==> src/source/conv_pkg.sv <==
package conv_pkg;

    // ######################################
    // Datapath widths
    // ######################################

    // Window samples and kernel weights share one width.
    localparam int SAMPLE_WIDTH = 16;

    // Products and the running sum wrap at this width.
    localparam int ACC_WIDTH = 32;

    // ######################################
    // Datapath types
    // ######################################

    typedef logic signed [SAMPLE_WIDTH-1:0] sample_t;

    typedef logic signed [ACC_WIDTH-1:0] acc_t;

    // One reduced window leaving the adder tree.
    typedef struct packed {
        logic valid;
        acc_t sum;
    } conv_result_t;

endpackage

==> src/source/conv_adder_tree.sv <==
`timescale 1ns/1ps

module conv_adder_tree #(
    parameter int TAPS = 25
)
(
    input  logic                   clk,
    input  logic                   reset,
    input  logic                   product_valid,
    input  conv_pkg::acc_t         products [TAPS],
    output conv_pkg::conv_result_t result
);

    import conv_pkg::*;

    // One registered level per halving, down to a single term.
    localparam int LEVELS = $clog2(TAPS);

    logic [LEVELS-1:0] valid_q;

    // Number of terms entering the given level of the tree.
    function automatic int level_count(input int depth);
        int count;
        count = TAPS;
        for (int i = 0; i < depth; i++)
        begin
            count = (count + 1) / 2;
        end
        return count;
    endfunction

    // ######################################
    // Reduction levels
    // ######################################

    for (genvar l = 0; l < LEVELS; l++)
    begin : tree_level
        localparam int IN_CNT  = level_count(l);
        localparam int OUT_CNT = level_count(l + 1);

        acc_t in_term [IN_CNT];
        acc_t sum_q [OUT_CNT];

        if (l == 0)
        begin : first_input
            assign in_term = products;
        end
        else
        begin : chained_input
            assign in_term = tree_level[l - 1].sum_q;
        end

        always_ff @(posedge clk or posedge reset)
        begin
            if (reset)
            begin
                for (int j = 0; j < OUT_CNT; j++)
                begin
                    sum_q[j] <= '0;
                end
            end
            else
            begin
                // Sums wrap at ACC_WIDTH, same as the integer model.
                for (int j = 0; j < IN_CNT / 2; j++)
                begin
                    sum_q[j] <= in_term[2 * j] + in_term[2 * j + 1];
                end
                // An odd leftover term is registered unchanged to stay aligned.
                if (IN_CNT % 2 == 1)
                begin
                    sum_q[OUT_CNT - 1] <= in_term[IN_CNT - 1];
                end
            end
        end
    end

    // ######################################
    // Valid pipeline
    // ######################################

    // Runs beside the sums, one bit per level.
    always_ff @(posedge clk or posedge reset)
    begin
        if (reset)
        begin
            valid_q <= '0;
        end
        else
        begin
            valid_q[0] <= product_valid;
            for (int i = 1; i < LEVELS; i++)
            begin
                valid_q[i] <= valid_q[i - 1];
            end
        end
    end

    assign result = '{
        valid: valid_q[LEVELS - 1],
        sum:   tree_level[LEVELS - 1].sum_q[0]
    };

endmodule

==> config.mk <==
export PLATFORM = sky130hd
export DESIGN_NAME = conv_adder_tree
export DESIGN_NICKNAME = d
export VERILOG_FILES = /design/src/source/conv_pkg.sv /design/src/source/conv_adder_tree.sv
export SDC_FILE = /design/constraint.sdc
export NUM_CORES = 2
export LEC_CHECK = 0
export ABC_CLOCK_PERIOD_IN_PS = 47000
export BUFFER_PORTS_ARGS = -buffer_cell sky130_fd_sc_hd__clkbuf_2
export CAP_MARGIN = 20
export CORE_AREA = 2 2 329 331
export CTS_BUF_LIST = sky130_fd_sc_hd__clkbuf_4
export DETAILED_ROUTE_END_ITERATION = 16
export DIE_AREA = 0 0 331 333
export PLACE_DENSITY = 0.84
export SYNTH_ARGS = -nofsm -noshare
export SYNTH_HDL_FRONTEND = slang
export SYNTH_SLANG_ARGS = --single-unit
export TNS_END_PERCENT = 10
==> constraint.sdc <==
create_clock -name clk -period 47 [get_ports clk]
set_clock_uncertainty 0.2 [all_clocks]
set_input_delay 9.4 -clock clk [delete_from_list [all_inputs] [get_ports clk]]
set_output_delay 9.4 -clock clk [all_outputs]
set_load 0.005 [all_outputs]
* After elaboration in Yosys (flattened, before gate mapping)
Index checks and enable logic that the tools add are counted.
Operators by class: magnitude comparators 0, divide/modulo/power cells 0, equality and inequality tests 0, shift-type cells 0, reduce and logical (&&, ||, !) cells 0, multiply operators 0, bitwise operators 0, multiplexer cells 0, $add $sub $neg 24
Operators by type and width (number):
- 32-bit adder | 24
Storage, ports and cells: bits in latches 0, register bits 869, bits in read-only memories 0, logic and storage cells 52, input bits 803, memories 0, output and inout port bits 33, memory bits (writable) 0

* Logic depth before layout (Yosys ltp)
depth in word-level cells 1, depth in mapped cells 12, depth with buffers taken out 12

* Least setup slack after synthesis
Ideal clock, no wire load.
kind input to register, start point input products[224] (netlist name), end point register tree_level[0].sum_q[156] (netlist name), setup slack 34695 ps, buffers on the path 0, setup time 80 ps, stages on the path 12, data arrival time 12025 ps, data required time 46720 ps, path through ha_1 -> fa_1 -> a21oi_1 -> nand4b_1 -> nand3_1 -> a311oi_1 -> o21ai_0 -> a41oi_1 -> o21ai_1 -> or2_2 -> a221oi_1 -> xnor2_1
Between the ends: word-level cells in the longest chain between the ends 1
Ends and longest elaborated chain:
- start, declared | line conv_adder_tree.sv:10 | input conv_pkg::acc_t products [TAPS],
- 32-bit adder | line conv_adder_tree.sv:67 | sum_q[j] <= in_term[2 * j] + in_term[2 * j + 1];
- end signal, assigned by index | line conv_adder_tree.sv:67
- end signal, assigned by index | line conv_adder_tree.sv:72 | sum_q[OUT_CNT - 1] <= in_term[IN_CNT - 1];
- end, declared | line conv_adder_tree.sv:42 | acc_t sum_q [OUT_CNT];
No other way between the ends.

* Worst setup path in the final report
start point input products[416] (netlist name), end point register tree_level[0].sum_q[254] (netlist name)
Same word-level chain as after synthesis.

==> metrics list <==
- Destination of the worst register-to-register timing path: tree_level[1].sum_q[126]$_DFF_PP0_
- In the finished design, the share of the clock period the worst path needs comes to 0.260.
- In this run, synthesis produced a sequential element count of 869.
- For this design the ratio of total power to cell area is 60.8 mW/mm^2.
- The worst register-to-register path begins at tree_level[0].sum_q[160]$_DFF_PP0_.
- For this run, the register share of the synthesized area comes to 0.383.
- Delay contributed by the slowest stage of the critical path: 620 ps
- Biggest fanout along the worst timing path: 3
- The hold violation count in the final report is 0.
- Height of the die: 333 um
* Ys Warns: 0
* GRT Total Usage: 0.293
- Wire length reported by the detailed router: 164000 um
* Initial DRC count: 3025
* Average wire per standard cell: 19.7 um
* Worst Hold Path EP: tree_level[1].sum_q[26]$_DFF_PP0_
- Area added between synthesis and finish: 15.4%
* Post-synth design cell area: 0.0568 sq mm
- Number of cell instances on the worst register-to-register path: 11
* Leading area contributor after synthesis: dfrtp_1
- Status: finished clean
* Largest net degree at the start of global routing: 194
- Maximum buffer depth of the clock tree: 3
- Clk Tree Root Cell: clkbuf_4
- Total Power: 3990 uW
- Initial antenna violation count: 18
* Share of flip-flops with an asynchronous set or reset after synthesis: 1.00
* Fraction of post-synthesis cell area in the top cell type by area: 0.383
- Summed over all nets, the half-perimeter wirelength after detailed placement is 134000 um.
* Placement row count: 120
- The number of nets handed over by synthesis was 7258.
- TritonCTS built the clock tree.
* Setup repair after global routing missed its margin: false
- Hold depth: 0
* Leakage power total: 0.0325 uW
- The worst setup path is launched from an input pin.
- Utilization of the core after routing: 0.615
* Kind of end point of the critical path: flop
* Max Clk Rate: 0.0817 GHz
- The setup path with the least slack is of type input pin to flop.
- In the synthesized netlist the dominant register cell turns out to be dfrtp_1.
* Clock net sink count: 869
- Clock-pin slew was measured on the worst setup and hold paths at 70 ps.
- Number of buffers inserted during clock tree synthesis: 222
- DIE WIDTH: 331 um
- The initial utilization of the core area, before any placement, comes to 0.533.
- At the worst endpoint, the required time is 47780 ps.
- Total die area: 0.110 sq mm
* Buffers on Ports: 835
- Quantity of gates resized following cts: 0
* Final count of pins violating max slew: 0
- For this run the aggregate overflow at the end of global routing stands at 0.
- In the synthesized netlist, the number of instances is 5687.
- Hold Path Class: flop to flop
- DRC violation count after routing: 0
- Worst voltage drop across the vdd grid: 33.5 uV
* Worst slew slack as a fraction of its limit: 0.308
* Number of nets with antenna violations after routing: 0
- After synthesis, the mean cell area works out to 9.99 sq um.
* Summed negative setup slack over all endpoints: 0 ps
* Clk Latency, worst-skew pair: 1140 ps
* NumNets Final: 8293
- The first detailed-routing pass took 6 iterations.
- Yosys mapped the design onto 75 distinct sky130hd cell types.
* Fin crit period: 12240 ps
- Leading post-synthesis cells by cell area: dfrtp_1 (38%), ha_1 (16%), xnor2_1 (7.2%)
- The core region is 0.107 sq mm.
- Cell breakdown of the critical path: clkbuf_2, ha_1, fa_1, a21o_1, a21oi_1, o21ai_0, a21boi_0, a21oi_1, a31oi_1, o21ai_0, a311o_1, xor2_1
- The number of global-route vias before repair was 48.0k.
* Proportion of layout cells with a drive suffix above 1: 0.178
- EDFF count, synth: 0
- In the routed layout, each cell is associated on average with a via count of 5.79.
- The clock tree synthesis step divided the H-tree into 4 levels.
- Data arrives at the worst endpoint at 13010 ps.
* Cell types with the highest counts after synthesis: dfrtp_1 (869), ha_1 (744), a21oi_1 (579)
- 836 I/O pins were placed.
- For this design, the CTS-stage hold fixing added 0 buffers.
- Across the run, the number of max-cap violations was 0.
* Count leader, synth: dfrtp_1
- Slowest-stage cell, CP: a31oi_1
- Total vias in the final route: 48.1k
- The first global-routing pass estimated 252000 um of wire.
* Hold Startpoint: tree_level[0].sum_q[26]$_DFF_PP0_
- Setup violations remaining at the end of the flow were counted as 0.
- After filler insertion, the fill cell instance count of the layout stands at 8909.
* Number of buffer and inverter stages on the critical path: 1
- Tightest Pin Transition: 1040 ps
- In this design, the largest share of critical-path delay is due to compound AO/OA/AOI/OAI gates.
* Reg-to-reg slack, setup: 42910 ps
* Global placer's final weighted congestion: 0.973
- Setup Fix Bufs, Post-CTS: 0
power by group:
group / switching (uW) / leakage (uW) / total, uW / internal, uW
Clock: 316 / 0.00167 / 639 / 323
Sequential: 141 / 0.0101 / 1160 / 1020
Combinational: 1240 / 0.0207 / 2180 / 938
Total: 1700 / 0.0325 / 3990 / 2280
logic make-up after synthesis:
| family | share of synthesized area |
|---|---|
| AND/OR/NAND/NOR | 0.109 |
| AO/OA/AOI/OAI | 0.217 |
| flip-flops | 0.383 |
| multiplexers | 0.00211 |
| XOR/XNOR | 0.104 |
| adder cells (fa/ha/maj) | 0.172 |
| buffers and inverters | 0.0127 |
state kept, by name (all words and copies together) (netlist names):
signal            cells
valid_q               5
tree_level.sum_q    864
worst max path at each step:
stage | startpoint | end | slack [ps] | cells after the start
after floorplan | reset | tree_level[0].sum_q[0]$_DFF_PP0_ | 12980 | 1
after global placement | products[416] | tree_level[0].sum_q[254]$_DFF_PP0_ | 33850 | 12
after detailed placement | products[416] | tree_level[0].sum_q[254]$_DFF_PP0_ | 33760 | 12
after CTS | products[416] | tree_level[0].sum_q[254]$_DFF_PP0_ | 35040 | 12
after global routing | products[416] | tree_level[0].sum_q[254]$_DFF_PP0_ | 34680 | 12
final | products[416] | tree_level[0].sum_q[254]$_DFF_PP0_ | 34760 | 12
layout by cell type, fill, tap and decap left out, types with 97 or more instances in the layout:
cell,synthesis,final
nor3_1,99,99
xnor2_1,464,464
a21o_1,392,392
nor2b_1,97,97
o21ai_0,291,291
ha_1,744,744
clkbuf_4,0,297
inv_1,159,158
nand2_1,317,317
nand3_1,118,118
a21oi_1,579,579
nor2_1,317,317
dfrtp_1,869,869
o21a_1,100,100
clkbuf_2,0,835
xor2_1,213,213
layer usage:
metal,vias to the layer above,global-route usage,part of all wire,wire length (um)
li1,23100,-,-,-
met1,23000,0.368,0.42,68100
met2,1703,0.503,0.49,80400
met3,307,0.0471,0.060,9800
met4,8,0.111,0.035,5660
met5,-,0,0.00032,53
stage by stage:
stage               hold slack [ps]  instances  setup slack (ps)  instance area (sq um)
floorplan                       131       5687             12980                  56800
global placement                131       7900             33850                  62700
detailed placement              135       7900             33760                  62700
CTS                             112       8297             35040                  65500
global route                    109       8305             34680                  65600
finish                          127       8308             34760                  65600
final cells by class:
cell class              instances  area [sq um]  area share
multi-input cells            4628         34400       0.524
flip-flops and latches        869         21700       0.332
repair buffers                842          4290      0.0654
clock buffers                 297          2230      0.0340
well taps                    1403          1760      0.0268
inverters                     159           604     0.00922
clock inverters               100           569     0.00868
diodes                         10          25.0    0.000382
Power figures use the tool's default switching activity.
