**src/source/conv_pkg.sv**
```systemverilog
package conv_pkg;

    // ######################################
    // Datapath widths
    // ######################################

    // Window samples and kernel weights share one width.
    localparam int SAMPLE_WIDTH = 16;

    // Products and the running sum wrap at this width.
    localparam int ACC_WIDTH = 32;

    // ######################################
    // Datapath types
    // ######################################

    typedef logic signed [SAMPLE_WIDTH-1:0] sample_t;

    typedef logic signed [ACC_WIDTH-1:0] acc_t;

    // One reduced window leaving the adder tree.
    typedef struct packed {
        logic valid;
        acc_t sum;
    } conv_result_t;

endpackage

```
**src/source/apb_pkg.sv**
```systemverilog
package apb_pkg;

    // ######################################
    // Bus widths
    // ######################################

    localparam int APB_ADDR_WIDTH = 12;

    localparam int APB_DATA_WIDTH = 32;

    // ######################################
    // Bus signals
    // ######################################

    // Everything the requester drives.
    typedef struct packed {
        logic                      psel;
        logic                      penable;
        logic                      pwrite;
        logic [APB_ADDR_WIDTH-1:0] paddr;
        logic [APB_DATA_WIDTH-1:0] pwdata;
    } apb_req_t;

    // Everything the completer returns.
    typedef struct packed {
        logic [APB_DATA_WIDTH-1:0] prdata;
        logic                      pready;
        logic                      pslverr;
    } apb_rsp_t;

    // ######################################
    // Register map
    // ######################################

    // Weight i lives at WEIGHT_BASE + 4*i, one 32-bit word per tap.
    localparam logic [APB_ADDR_WIDTH-1:0] WEIGHT_BASE = '0;

endpackage

```
**src/source/conv_weight_regs.sv**
```systemverilog
`timescale 1ns/1ps

module conv_weight_regs #(
    parameter int TAPS = 25
)
(
    input  logic              clk,
    input  logic              reset,
    input  apb_pkg::apb_req_t apb_req,
    output apb_pkg::apb_rsp_t apb_rsp,
    output conv_pkg::sample_t weights [TAPS]
);

    import apb_pkg::*;
    import conv_pkg::*;

    localparam int IDX_WIDTH = (TAPS > 1) ? $clog2(TAPS) : 1;

    logic                      access;
    logic [APB_ADDR_WIDTH-1:0] offset;
    logic                      addr_ok;
    logic [IDX_WIDTH-1:0]      weight_idx;
    logic [APB_DATA_WIDTH-1:0] read_data;

    // ######################################
    // Address decode
    // ######################################

    // pready is tied high, so the access cycle is always the last cycle of a transfer.
    assign access = apb_req.psel && apb_req.penable;

    assign offset = apb_req.paddr - WEIGHT_BASE;

    // Only whole words inside the weight bank are legal.
    assign addr_ok = (offset[1:0] == 2'b00) &&
                     (offset < APB_ADDR_WIDTH'(4 * TAPS));

    assign weight_idx = offset[IDX_WIDTH+1:2];

    // ######################################
    // Weight bank
    // ######################################

    always_ff @(posedge clk or posedge reset)
    begin
        if (reset)
        begin
            for (int i = 0; i < TAPS; i++)
            begin
                weights[i] <= '0;
            end
        end
        else if (access && apb_req.pwrite && addr_ok)
        begin
            // Upper half of the write data is ignored.
            weights[weight_idx] <= apb_req.pwdata[SAMPLE_WIDTH-1:0];
        end
    end

    // ######################################
    // Readback
    // ######################################

    always_comb
    begin
        read_data = '0;
        if (access && !apb_req.pwrite && addr_ok)
        begin
            // The weight is signed, so the widening cast sign-extends it.
            read_data = APB_DATA_WIDTH'(weights[weight_idx]);
        end
    end

    // Bad addresses error in the access cycle and read back as zero.
    assign apb_rsp = '{
        prdata:  read_data,
        pready:  1'b1,
        pslverr: access && !addr_ok
    };

endmodule

```
**config.mk**
```make
export PLATFORM = sky130hd
export DESIGN_NAME = conv_weight_regs
export DESIGN_NICKNAME = d
export VERILOG_FILES = /design/src/source/conv_pkg.sv /design/src/source/apb_pkg.sv /design/src/source/conv_weight_regs.sv
export SDC_FILE = /design/constraint.sdc
export NUM_CORES = 1
export LEC_CHECK = 0
export BUFFER_PORTS_ARGS = -buffer_cell sky130_fd_sc_hd__buf_2
export CORE_MARGIN = 4
export CORE_UTILIZATION = 45
export CTS_BUF_LIST = sky130_fd_sc_hd__clkbuf_2
export DETAILED_ROUTE_END_ITERATION = 7
export PLACE_DENSITY = 0.8
export RECOVER_POWER = 25
export SKIP_CTS_REPAIR_TIMING = 1
export SYNTH_ARGS = -nofsm -noshare
export SYNTH_HDL_FRONTEND = slang
export SYNTH_SLANG_ARGS = --single-unit
```
**constraint.sdc**
```tcl
create_clock -name clk -period 38.3 [get_ports clk]
set_clock_uncertainty 0.2 [all_clocks]
set_input_delay 3.83 -clock clk [delete_from_list [all_inputs] [get_ports clk]]
set_output_delay 3.83 -clock clk [all_outputs]
set_load 0.03 [all_outputs]
```
# Word-level counts from Yosys, hierarchy flattened
# Cells that the tools add are included.
dict set report op_classes {
  magnitude_cmp 3
  mux 7
  n_bitwise 1
  n_reduce_logical 11
}
# cell count
set op_table {}
lappend op_table {{400-bit bitwise mux} 1}
lappend op_table {{16-bit binary-select mux with 5-bit select} 1}
lappend op_table {{16-bit demux with 5-bit select} 1}
lappend op_table {{16-bit 2-to-1 mux} 3}
lappend op_table {{32-bit 2-to-1 mux} 1}
lappend op_table {{12-bit by 7-bit < comparator with 1-bit output (second input constant)} 1}
lappend op_table {{1-bit logical AND} 8}
lappend op_table {{6-bit greater-or-equal comparator (second input constant)} 1}
lappend op_table {{6-bit by 1-bit < comparator with 1-bit output (second input constant)} 1}
lappend op_table {{5-bit inverter with 6-bit output} 1}
lappend op_table {{1-bit logical NOT} 2}
lappend op_table {{2-bit logical NOT} 1}
dict set report word_totals {
  regBits 400
  inputBits 49
  out_inout_bits 434
}

# Logic depth before layout (Yosys ltp)
# Gate-level depths: netlist (run 1).
dict set report logic_depth {
  depth_word 6
  depth_mapped 8
  depth_no_buf 4
}

# Least setup slack after synthesis (run 1)
# Ideal clock, no wire load.
dict set report synth_timing {
  path_type {input to output}
  start {input port apb_req[35] (netlist name)}
  end {output port apb_rsp[18] (netlist name)}
  t_arrival_ps 7107
  required_time_ps 34270
  setup_slack_ps 27163
  cell_stages 8
  n_path_buf 5
  path_cell_list {buf_4 -> buf_2 -> buf_2 -> buf_1 -> mux4_2 -> mux2i_1 -> a221oi_1 -> buf_4}
}
# item line
set synth_lines {}
lappend synth_lines {{from (decl)} conv_weight_regs.sv:9} ;# input apb_pkg::apb_req_t apb_req,
lappend synth_lines {{to (decl)} conv_weight_regs.sv:10} ;# output apb_pkg::apb_rsp_t apb_rsp,

==> key figures, run 1 <==
Status
  • Status: finished, violations left
  • Failing checks: capacitance limit, slew limit

Worst setup path
  • Slowest cell on the critical path: clkbuf_1
  • Buf+Inv Stages, Crit Path: 3
  • CP Max Fanout: 63
  • Crit. End Element: output port
  • CP peak stage delay: 2990 ps
  • Req. time, crit path: 34,270 ps
  • CP arrival: 11,190 ps
  • Crit Path Class: in2out
  • Crit path max-delay family: buffers and inverters
  • Crit-path most repeated cell: clkbuf_1
  • Critical-path cell list: clkbuf_1, clkbuf_1, mux4_2, o22ai_1, or3_1, a221oi_1, buf_2
  • CP startpoint kind: primary input

Floorplan
  • Row count: 74
  • I/O Pins: 483
  • Starting Density: 0.456
  • Core Region: 40,900 µm²
  • Die Wd: 212 µm
  • Die Height: 212 µm
  • Die ar.: 44,800 µm²

Routing
  • Routed vias/inst: 5.86
  • Top Layer Used: met5
  • Met3 routed WL: 5430 µm
  • Via Count: 13,111
  • Starting DRT DRC Count: 781
  • Antenna viol nets, final: 0
  • Drt drc: 0
  • Wire per inst: 27.6 µm
  • M1 wire length: 23,200 µm
  • Pre-antenna DRT Iters: 5
  • Total Wirelength: 61,800 µm
  • WL met2: 30,800 µm

STA
  • Final Critical Period: 15,220 ps
  • Slew HR: -2.69
  • Fin crit share: 0.397
  • Final max-slew violation count: 441
  • Slew @ Worst Pin: 5510 ps
  • Setup TNS: 0 ps
  • Fmax: 65.7 MHz
  • Finish-stage setup viols: 0
  • RSZ-0062 raised after global routing: no
  • Final Hold Fails: 0

Cells and area
  • Nets: 1,693
  • Largest register FFs: 400
  • Most flops, register: weights
  • Largest regs: weights x400
  • Layout area overhead: 17.6%
  • Post-Layout Cell Count: 2,237
  • Layout cells sized above 1: 0.670
  • Fin area: 21,900 µm²

Pwr
  • Total power: 741 µW
  • Combinational power share: 0.052
  • Max VDD drop: 0.0234 mV
  • Sw power: 200 µW
  • Reg power frac: 0.571
  • P_leak: 0.0123 µW
  • Clock power share: 0.377
  • Pwr per Cell Area: 33.8 nW/µm²
  • Switch share: 0.271
  • Internal power: 541 µW

Logic synthesis
  • Ys Warns: 0
  • Most frequent cells after synthesis: dfrtp_1, mux2_2, mux4_2, clkbuf_1, mux2i_1
  • Synth unique cells: 43
  • Post-synthesis sequential area ratio: 0.536
  • Syn_area_per_cell: 15.9 µm²
  • Post-synth EDFFs: 0
  • Leading area contributor after synthesis: dfrtp_1
  • Synthesized area: 18,700 µm²
  • Most common cell in the synthesized netlist: dfrtp_1
  • Asr flop ratio synth: 1.00
  • Yosys top cell area share: 0.536
  • Ranking of synthesized cells by area: dfrtp_1, mux2_2, mux4_2
  • Mapped Nets: 1,222
  • Post-synthesis register bit count: 400
  • Mapped Cells: 1,173
  • Dominant synthesized flop cell: dfrtp_1

Placed design
  • Post-DP HPWL: 43,600 µm
  • IO Port Bufs: 465
  • Routability Congestion: 0.824
  • Cell Area, Placed: 21,200 µm²
  • Placed insts: 2,072

Global routing
  • First-pass GRT wire length: 90,100 µm
  • Total track usage: 0.271
  • Largest net degree at the start of global routing: 125
  • Vias in the first global route: 13,744
  • Total gr overflow: 0
  • Initial antenna violation count: 3

Min path
  • HP Class: reg2reg

Clock tree
  • Worst-skew pair later-pin latency: 1090 ps
  • CTS tree: yes
  • Clock transition at path regs: 90 ps
  • Clock sinks: 400
  • CTS H-Tree Depth: 3
  • Root Driver: clkbuf_2
  • TritonCTS buffer count: 102
  • Clock tree buffer depth: 3

Run
  • Max cap viols: 6
[stage by stage]
step | worst slack, ps | util | hold WS [ps]
after floorplan | 23150 | - | 502
after CTS | 27230 | 0.537 | 321
after global routing | 22930 | 0.536 | 343
after detailed placement | 27240 | 0.517 | 300
after global placement | 27240 | 0.517 | 289
final | 23080 | 0.536 | 320
[path summary, 6_finish.rpt]
check / cells past startpoint / start / slack [ps] / end
setup / recovery: 7 / apb_req[35] / 23080 / apb_rsp[16]
hold / removal: 1 / weights[258] / 320 / weights[258]
setup reg to reg: 1 / weights[110] / 37240 / weights[110]
hold reg to reg: 1 / weights[258] / 320 / weights[258]
max in group asynchronous: 5 / reset / 25540 / weights[195]
min in group asynchronous: 2 / reset / 4210 / weights[140]
[power groups by stage]
| stage | registers (µW) | clock network (µW) | logic (µW) |
|---|---|---|---|
| 2_1_floorplan | 432 | 0 | 24.4 |
| 3_3_place_gp | 431 | 0 | 38.2 |
| 3_5_place_dp | 431 | 0 | 39.0 |
| 4_1_cts | 423 | 289 | 39.2 |
| 5_1_grt | 423 | 312 | 41.9 |
| 6_report | 423 | 280 | 38.7 |
[routing by layer]
layer  vias to the layer above  track usage
met2                       646        0.454
met5                         -            0
met4                         2        0.115
met1                      6920        0.327
li1                       5391            -
met3                       152       0.0842
[area by class of cell]
class,count,area [µm²]
tap,532,666
clock buffer,151,756
sequential,400,10000
clock inverter,13,75.1
fill,3404,19000
timing repair buffer,484,2440
multi-input combinational,655,7980
antenna,1,2.50
inverter,1,5.00
[layout by cell type, fill, tap and decap left out, types with 2 or more instances in the layout]
cell and instances:
a21oi_1 15, a221oi_1 16, a31oi_1 2, and3_1 2, and4b_1 2, buf_2 462
buf_4 11, clkbuf_1 10, clkbuf_2 151, clkinv_1 10, dfrtp_1 400, inv_2 2
mux2_1 15, mux2_2 375, mux2_4 10, mux2i_1 30, mux4_2 96, nand2_1 3
nand2_2 8, nand2b_1 2, nand3_1 3, nand3b_1 3, nand4_1 4, nand4b_1 3
nor2_2 10, nor2_8 4, nor2b_1 2, nor3_1 3, nor3b_4 2, nor4b_4 2
o22ai_1 15, or3_1 17
[cell families (layout without fill, tap and decap cells)]
kind of cell    count (synthesis)  after routing  share of synthesized area
other cells                     1              2                   0.000201
mux                           526            526                      0.375
simple gates                   78             78                     0.0329
compound gates                 50             50                     0.0186
buf+inv                       118            649                     0.0367
flops                         400            400                      0.536
Note: power is estimated with default switching activity, not from simulation.
==> inputs of run 2 (changes only) <==
==> constraint.sdc (replaced) <==
create_clock -name clk -period 15.41 [get_ports clk]
set_clock_uncertainty 0.2 [all_clocks]
set_input_delay 1.541 -clock clk [delete_from_list [all_inputs] [get_ports clk]]
set_output_delay 1.541 -clock clk [all_outputs]
set_load 0.03 [all_outputs]
==> key figures, run 2 (same netlist as run 1, synthesis figures left out) <==
Status
  • Status: finished, violations left
  • Failing checks: capacitance limit, slew limit

Global routing
  • Total track usage: 0.270 (-0.00109)
  • Vias in the first global route: 13,859 (+0.84%)
  • Initial antenna violation count: 4 (+1)
  • Largest net degree at the start of global routing: 118 (-5.6%)
  • Total gr overflow: 0 (unchanged)
  • First-pass GRT wire length: 90,600 µm (+0.50%)

STA
  • Slew HR: -2.49 (+0.207)
  • Final Hold Fails: 0 (unchanged)
  • Fmax: 93.5 MHz
  • Finish-stage setup viols: 0 (unchanged)
  • Final setup margin: 4720 ps (-18,360 ps)
  • Slew @ Worst Pin: 5200 ps (-308 ps)
  • Setup TNS: 0 ps (unchanged)
  • RSZ-0062 raised after global routing: no
  • Final Critical Period: 10,690 ps
  • Fin crit share: 0.694
  • Final max-slew violation count: 373 (-15%)

Clock tree
  • Clock tree buffer depth: 3 (unchanged)
  • TritonCTS buffer count: 101 (-0.98%)
  • Clock transition at path regs: 90 ps (about the same)
  • CTS tree: yes
  • Worst-skew pair later-pin latency: 1000 ps (-90 ps)
  • Root Driver: clkbuf_2
  • Clock sinks: 400 (unchanged)
  • CTS H-Tree Depth: 3 (unchanged)

Placed design
  • Routability Congestion: 0.814 (-1.2%)
  • Post-DP HPWL: 43,800 µm (+0.27%)
  • IO Port Bufs: 465 (unchanged)
  • Pre-CTS setup slack: 8870 ps (-18,360 ps)
  • Cell Area, Placed: 21,200 µm² (unchanged)

Routing
  • Drt drc: 0 (unchanged)
  • Pre-antenna DRT Iters: 5 (unchanged)
  • Total Wirelength: 61,900 µm (+0.14%)
  • Routed vias/inst: 5.89 (+0.52%)
  • Wire per inst: 27.7 µm (+0.14%)
  • Via Count: 13,179 (+0.52%)
  • Starting DRT DRC Count: 752 (-3.7%)
  • Antenna viol nets, final: 0 (unchanged)

Cells and area
  • FF+latch area: 10,000 µm² (unchanged)
  • Nets: 1,692 (-0.059%)
  • Largest regs: weights x400
  • Most flops, register: weights
  • Layout area overhead: 17.3%
  • Fill cells: 3,478 (+2.2%)
  • Commonest non-fill, non-tap cell in the layout: buf_2
  • Largest register FFs: 400 (unchanged)
  • Commonest non-fill, non-tap cells in the layout: buf_2, dfrtp_1, mux2_2
  • Multi-input logic area: 7990 µm² (about the same)
  • Layout cells sized above 1: 0.645 (-0.0243)
  • Fin area: 21,900 µm² (-0.21%)

Worst setup path
  • Critical-path cell list: clkbuf_1, clkbuf_1, mux4_2, o22ai_1, or3_1, a221oi_1, buf_2
  • Crit path max-delay family: buffers and inverters
  • Crit-path most repeated cell: clkbuf_1
  • CP startpoint kind: primary input
  • Setup crit start: apb_req[35]
  • Crit. End Element: output port
  • R2R Path End: weights[31]
  • CP peak stage delay: 3020 ps (+30 ps)
  • Worst Setup EP: apb_rsp[16]
  • Crit path depth: 7 (unchanged)
  • Crit Path Class: in2out
  • CP arrival: 8950 ps (-2240 ps)
  • Req. time, crit path: 13,670 ps (-20,600 ps)
  • Slowest cell on the critical path: clkbuf_1
  • CP Max Fanout: 63 (unchanged)
  • Flop2flop setup slack: 14,350 ps (-22,890 ps)
  • Reg2reg path depth: 1 (unchanged)
  • Worst R2R Start: weights[31]
  • Buf+Inv Stages, Crit Path: 3 (unchanged)

Pwr
  • Reg power frac: 0.573 (+0.002)
  • Clock power share: 0.375 (-0.002)
  • Switch share: 0.272 (+0.00165)
  • Max VDD drop: 0.0547 mV (+130%)
  • P_leak: 0.0121 µW (-1.5%)
  • Pwr per Cell Area: 83.8 nW/µm² (+150%)
  • Internal power: 1340 µW (+150%)
  • Combinational power share: 0.053 (about the same)
  • Sw power: 499 µW (+150%)

Floorplan
  • Core Region: 40,900 µm² (unchanged)
  • Die Height: 212 µm (unchanged)
  • Row count: 74 (unchanged)
  • Die ar.: 44,800 µm² (unchanged)
  • I/O Pins: 483 (unchanged)
  • Die Wd: 212 µm (unchanged)
  • Starting Density: 0.456 (unchanged)

Run
  • Max cap viols: 5 (-1)

Min path
  • HP Class: reg2reg
## run 2: power groups by stage
| stage | combinational (µW) | sequential [µW] | clock [µW] |
|---|---|---|---|
| after floorplan | 60.6 | 1070 | 0 |
| after global placement | 95.5 | 1070 | 0 |
| after detailed placement | 97.6 | 1070 | 0 |
| after CTS | 97.7 | 1050 | 707 |
| after global routing | 104 | 1050 | 767 |
| final | 96.5 | 1050 | 687 |
## run 2: worst min-delay path by stage
stage	startpoint	endpoint	cells past startpoint
after floorplan	weights[208]	weights[208]	1
after global placement	weights[214]	weights[214]	1
after detailed placement	weights[257]	weights[257]	1
after CTS	weights[257]	weights[257]	1
after global routing	weights[40]	weights[40]	1
final	weights[257]	weights[257]	1
## run 2: stage by stage
step,power [µW],hold slack [ps],instances,util
5_1_grt,1920,352,2237,0.535
4_1_cts,1860,324,2235,0.537
2_1_floorplan,1130,502,1173,-
3_5_place_dp,1170,303,2072,0.517
3_3_place_gp,1170,289,2072,0.517
6_report,1830,321,2237,0.535
## run 2: per-layer routing
metal | GRT usage | vias up | wire (µm)
met2 | 0.457 | 646 | 31100
met1 | 0.329 | 7000 | 23200
met4 | 0.107 | 2 | 2260
li1 | - | 5394 | -
met3 | 0.0759 | 137 | 5280
met5 | 0 | - | 13
## run 2: cell type report
type | count | share of cell area
clock inverters | 19 | 0.00451
inverters | 1 | 0.000229
repair buffers | 484 | 0.110
clock buffers | 144 | 0.0329
multi-input cells | 655 | 0.365
well taps | 532 | 0.0304
flip-flops and latches | 400 | 0.457
diodes | 2 | 0.000229
==> inputs of run 3 (changes only) <==
--- a/config.mk
+++ b/config.mk
@@ -10,7 +10,7 @@
 export CORE_UTILIZATION = 45
 export CTS_BUF_LIST = sky130_fd_sc_hd__clkbuf_2
 export DETAILED_ROUTE_END_ITERATION = 7
-export PLACE_DENSITY = 0.8
+export PLACE_DENSITY = 0.82
 export RECOVER_POWER = 25
 export SKIP_CTS_REPAIR_TIMING = 1
 export SYNTH_ARGS = -nofsm -noshare
==> constraint.sdc (replaced) <==
create_clock -name clk -period 9.7 [get_ports clk]
set_clock_uncertainty 0.2 [all_clocks]
set_input_delay 0.97 -clock clk [delete_from_list [all_inputs] [get_ports clk]]
set_output_delay 0.97 -clock clk [all_outputs]
set_load 0.03 [all_outputs]
==> key figures, run 3 (same netlist as run 1, synthesis figures left out) <==
Floorplan
  • I/O Pins: 483 (unchanged)
  • Row count: 74 (unchanged)
  • Die ar.: 44,800 µm² (unchanged)
  • Die Height: 212 µm (unchanged)
  • Core Region: 40,900 µm² (unchanged)
  • Die Wd: 212 µm (unchanged)
  • Starting Density: 0.456 (unchanged)

Pwr
  • Max VDD drop: 0.0991 mV (+81%)
  • Combinational power share: 0.051 (-0.002)
  • Total power: 2990 µW (+63%)
  • Internal power: 2190 µW (+64%)
  • Switch share: 0.268 (-0.00376)
  • Clock power share: 0.390 (+0.015)
  • P_leak: 0.0124 µW (+2.2%)
  • Reg power frac: 0.559 (-0.014)
  • Sw power: 802 µW (+61%)
  • Pwr per Cell Area: 135 nW/µm² (+61%)

Global routing
  • Largest net degree at the start of global routing: 176 (+49%)
  • Vias in the first global route: 13,624 (-1.7%)
  • Total track usage: 0.272 (+0.00251)
  • Met1 usage: 0.332 (+0.00322)
  • Initial antenna violation count: 2 (-2)
  • Gr busiest metal: met2
  • First-pass GRT wire length: 90,600 µm (about the same)
  • Total gr overflow: 0 (unchanged)
  • Grt met3 use: 0.0750 (-0.000889)
  • Met2 Usage GRT: 0.466 (+0.00826)

Min path
  • Hold depth: 1 (unchanged)
  • HP Class: reg2reg

Status
  • Status: finished, violations left
  • Failing checks: capacitance limit, slew limit

Routing
  • Total Wirelength: 61,500 µm (-0.56%)
  • Starting DRT DRC Count: 927 (+23%)
  • Wire per inst: 27.4 µm (-0.87%)
  • Drt drc: 0 (unchanged)
  • Pre-antenna DRT Iters: 5 (unchanged)
  • Via Count: 13,081 (-0.74%)
  • Routed vias/inst: 5.83 (-1.1%)
  • Antenna viol nets, final: 0 (unchanged)

Cells and area
  • Core Util, Final: 0.540 (+0.00483)
  • Largest regs: weights x400
  • Commonest non-fill, non-tap cells in the layout: buf_2, dfrtp_1, mux2_2
  • Fill cells: 3,453 (-0.72%)
  • Most flops, register: weights
  • Post-Layout Cell Count: 2,244 (+0.31%)
  • Layout cells sized above 1: 0.674 (+0.0291)
  • Largest register FFs: 400 (unchanged)
  • Fin area: 22,100 µm² (+0.90%)
  • Commonest non-fill, non-tap cell in the layout: buf_2
  • Nets: 1,694 (+0.12%)
  • Layout area overhead: 18.4%

Clock tree
  • Clock sinks: 400 (unchanged)
  • Clock transition at path regs: 110 ps (+20 ps)
  • Worst-skew pair later-pin latency: 1040 ps (+40 ps)
  • CTS H-Tree Depth: 3 (unchanged)
  • CTS tree: yes
  • Clock tree buffer depth: 3 (unchanged)
  • TritonCTS buffer count: 102 (+0.99%)
  • Root Driver: clkbuf_2

STA
  • Fin crit share: 0.546
  • Slew @ Worst Pin: 3840 ps (-1360 ps)
  • Setup TNS: 0 ps (unchanged)
  • Finish-stage setup viols: 0 (unchanged)
  • Final Hold Fails: 0 (unchanged)
  • RSZ-0062 raised after global routing: no
  • Slew HR: -1.56 (+0.925)
  • Fmax: 189 MHz
  • Final Critical Period: 5290 ps
  • Final max-slew violation count: 67 (-82%)

Placed design
  • Post-DP HPWL: 43,400 µm (-0.76%)
  • IO Port Bufs: 465 (unchanged)
  • Placed insts: 2,072 (unchanged)
  • Routability Congestion: 0.845 (+3.8%)
  • Cell Area, Placed: 21,200 µm² (+0.10%)

Worst setup path
  • Critical-path cell list: buf_2, nor3_1, nand4_1, or3_1, a221oi_1, buf_2
  • CP startpoint kind: primary input
  • CP peak stage delay: 870 ps (-2150 ps)
  • Crit. End Element: output port
  • Slowest cell on the critical path: nand4_1
  • Crit Path Class: in2out
  • Crit path max-delay family: simple AND/OR/NAND/NOR gates
  • Buf+Inv Stages, Crit Path: 2 (-1)
  • Crit-path most repeated cell: buf_2
  • CP Max Fanout: 16 (-75%)
  • Crit path depth: 6 (-1)
  • Req. time, crit path: 8530 ps (-5140 ps)
  • Reg2reg path depth: 1 (unchanged)
  • CP arrival: 4120 ps (-4830 ps)

Run
  • Max cap viols: 1 (-4)
## run 3: routing by layer
layer | up-vias | share of wire
met2 | 665 | 0.51
met5 | - | 0.00021
li1 | 5411 | -
met3 | 118 | 0.085
met1 | 6885 | 0.37
met4 | 2 | 0.032
## run 3: path summary, 6_finish.rpt
check,from,end,slack [ps]
worst max-delay path,apb_req[33],apb_rsp[13],4410
worst min-delay path,weights[210],weights[210],320
worst max register to register,weights[110],weights[110],8630
worst min register to register,weights[210],weights[210],320
max in group asynchronous,reset,weights[268],5260
min in group asynchronous,reset,weights[131],1840
## run 3: through the flow
stage                     hold slack (ps)  setup WS, ps
after floorplan                       502          3140
after global placement                287          4450
after detailed placement              299          4390
after CTS                            -117          4390
after global routing                  178          4150
final                                 321          4410
## run 3: layout make-up
type / instances / area, µm² / area share
well taps: 532 / 666 / 0.0301
clock inverters: 23 / 170 / 0.00770
inverters: 1 / 7.51 / 0.000340
clock buffers: 147 / 736 / 0.0333
flip-flops and latches: 400 / 10000 / 0.453
diodes: 1 / 2.50 / 0.000113
multi-input cells: 655 / 7990 / 0.362
repair buffers: 485 / 2510 / 0.114
## run 3: power by group through the flow
stage          registers, µW  logic [µW]  clock network (µW)
2_1_floorplan           1710        96.4                   0
3_3_place_gp            1700         152                   0
3_5_place_dp            1700         155                   0
4_1_cts                 1670         155                1210
5_1_grt                 1670         166                1310
6_report                1670         153                1170
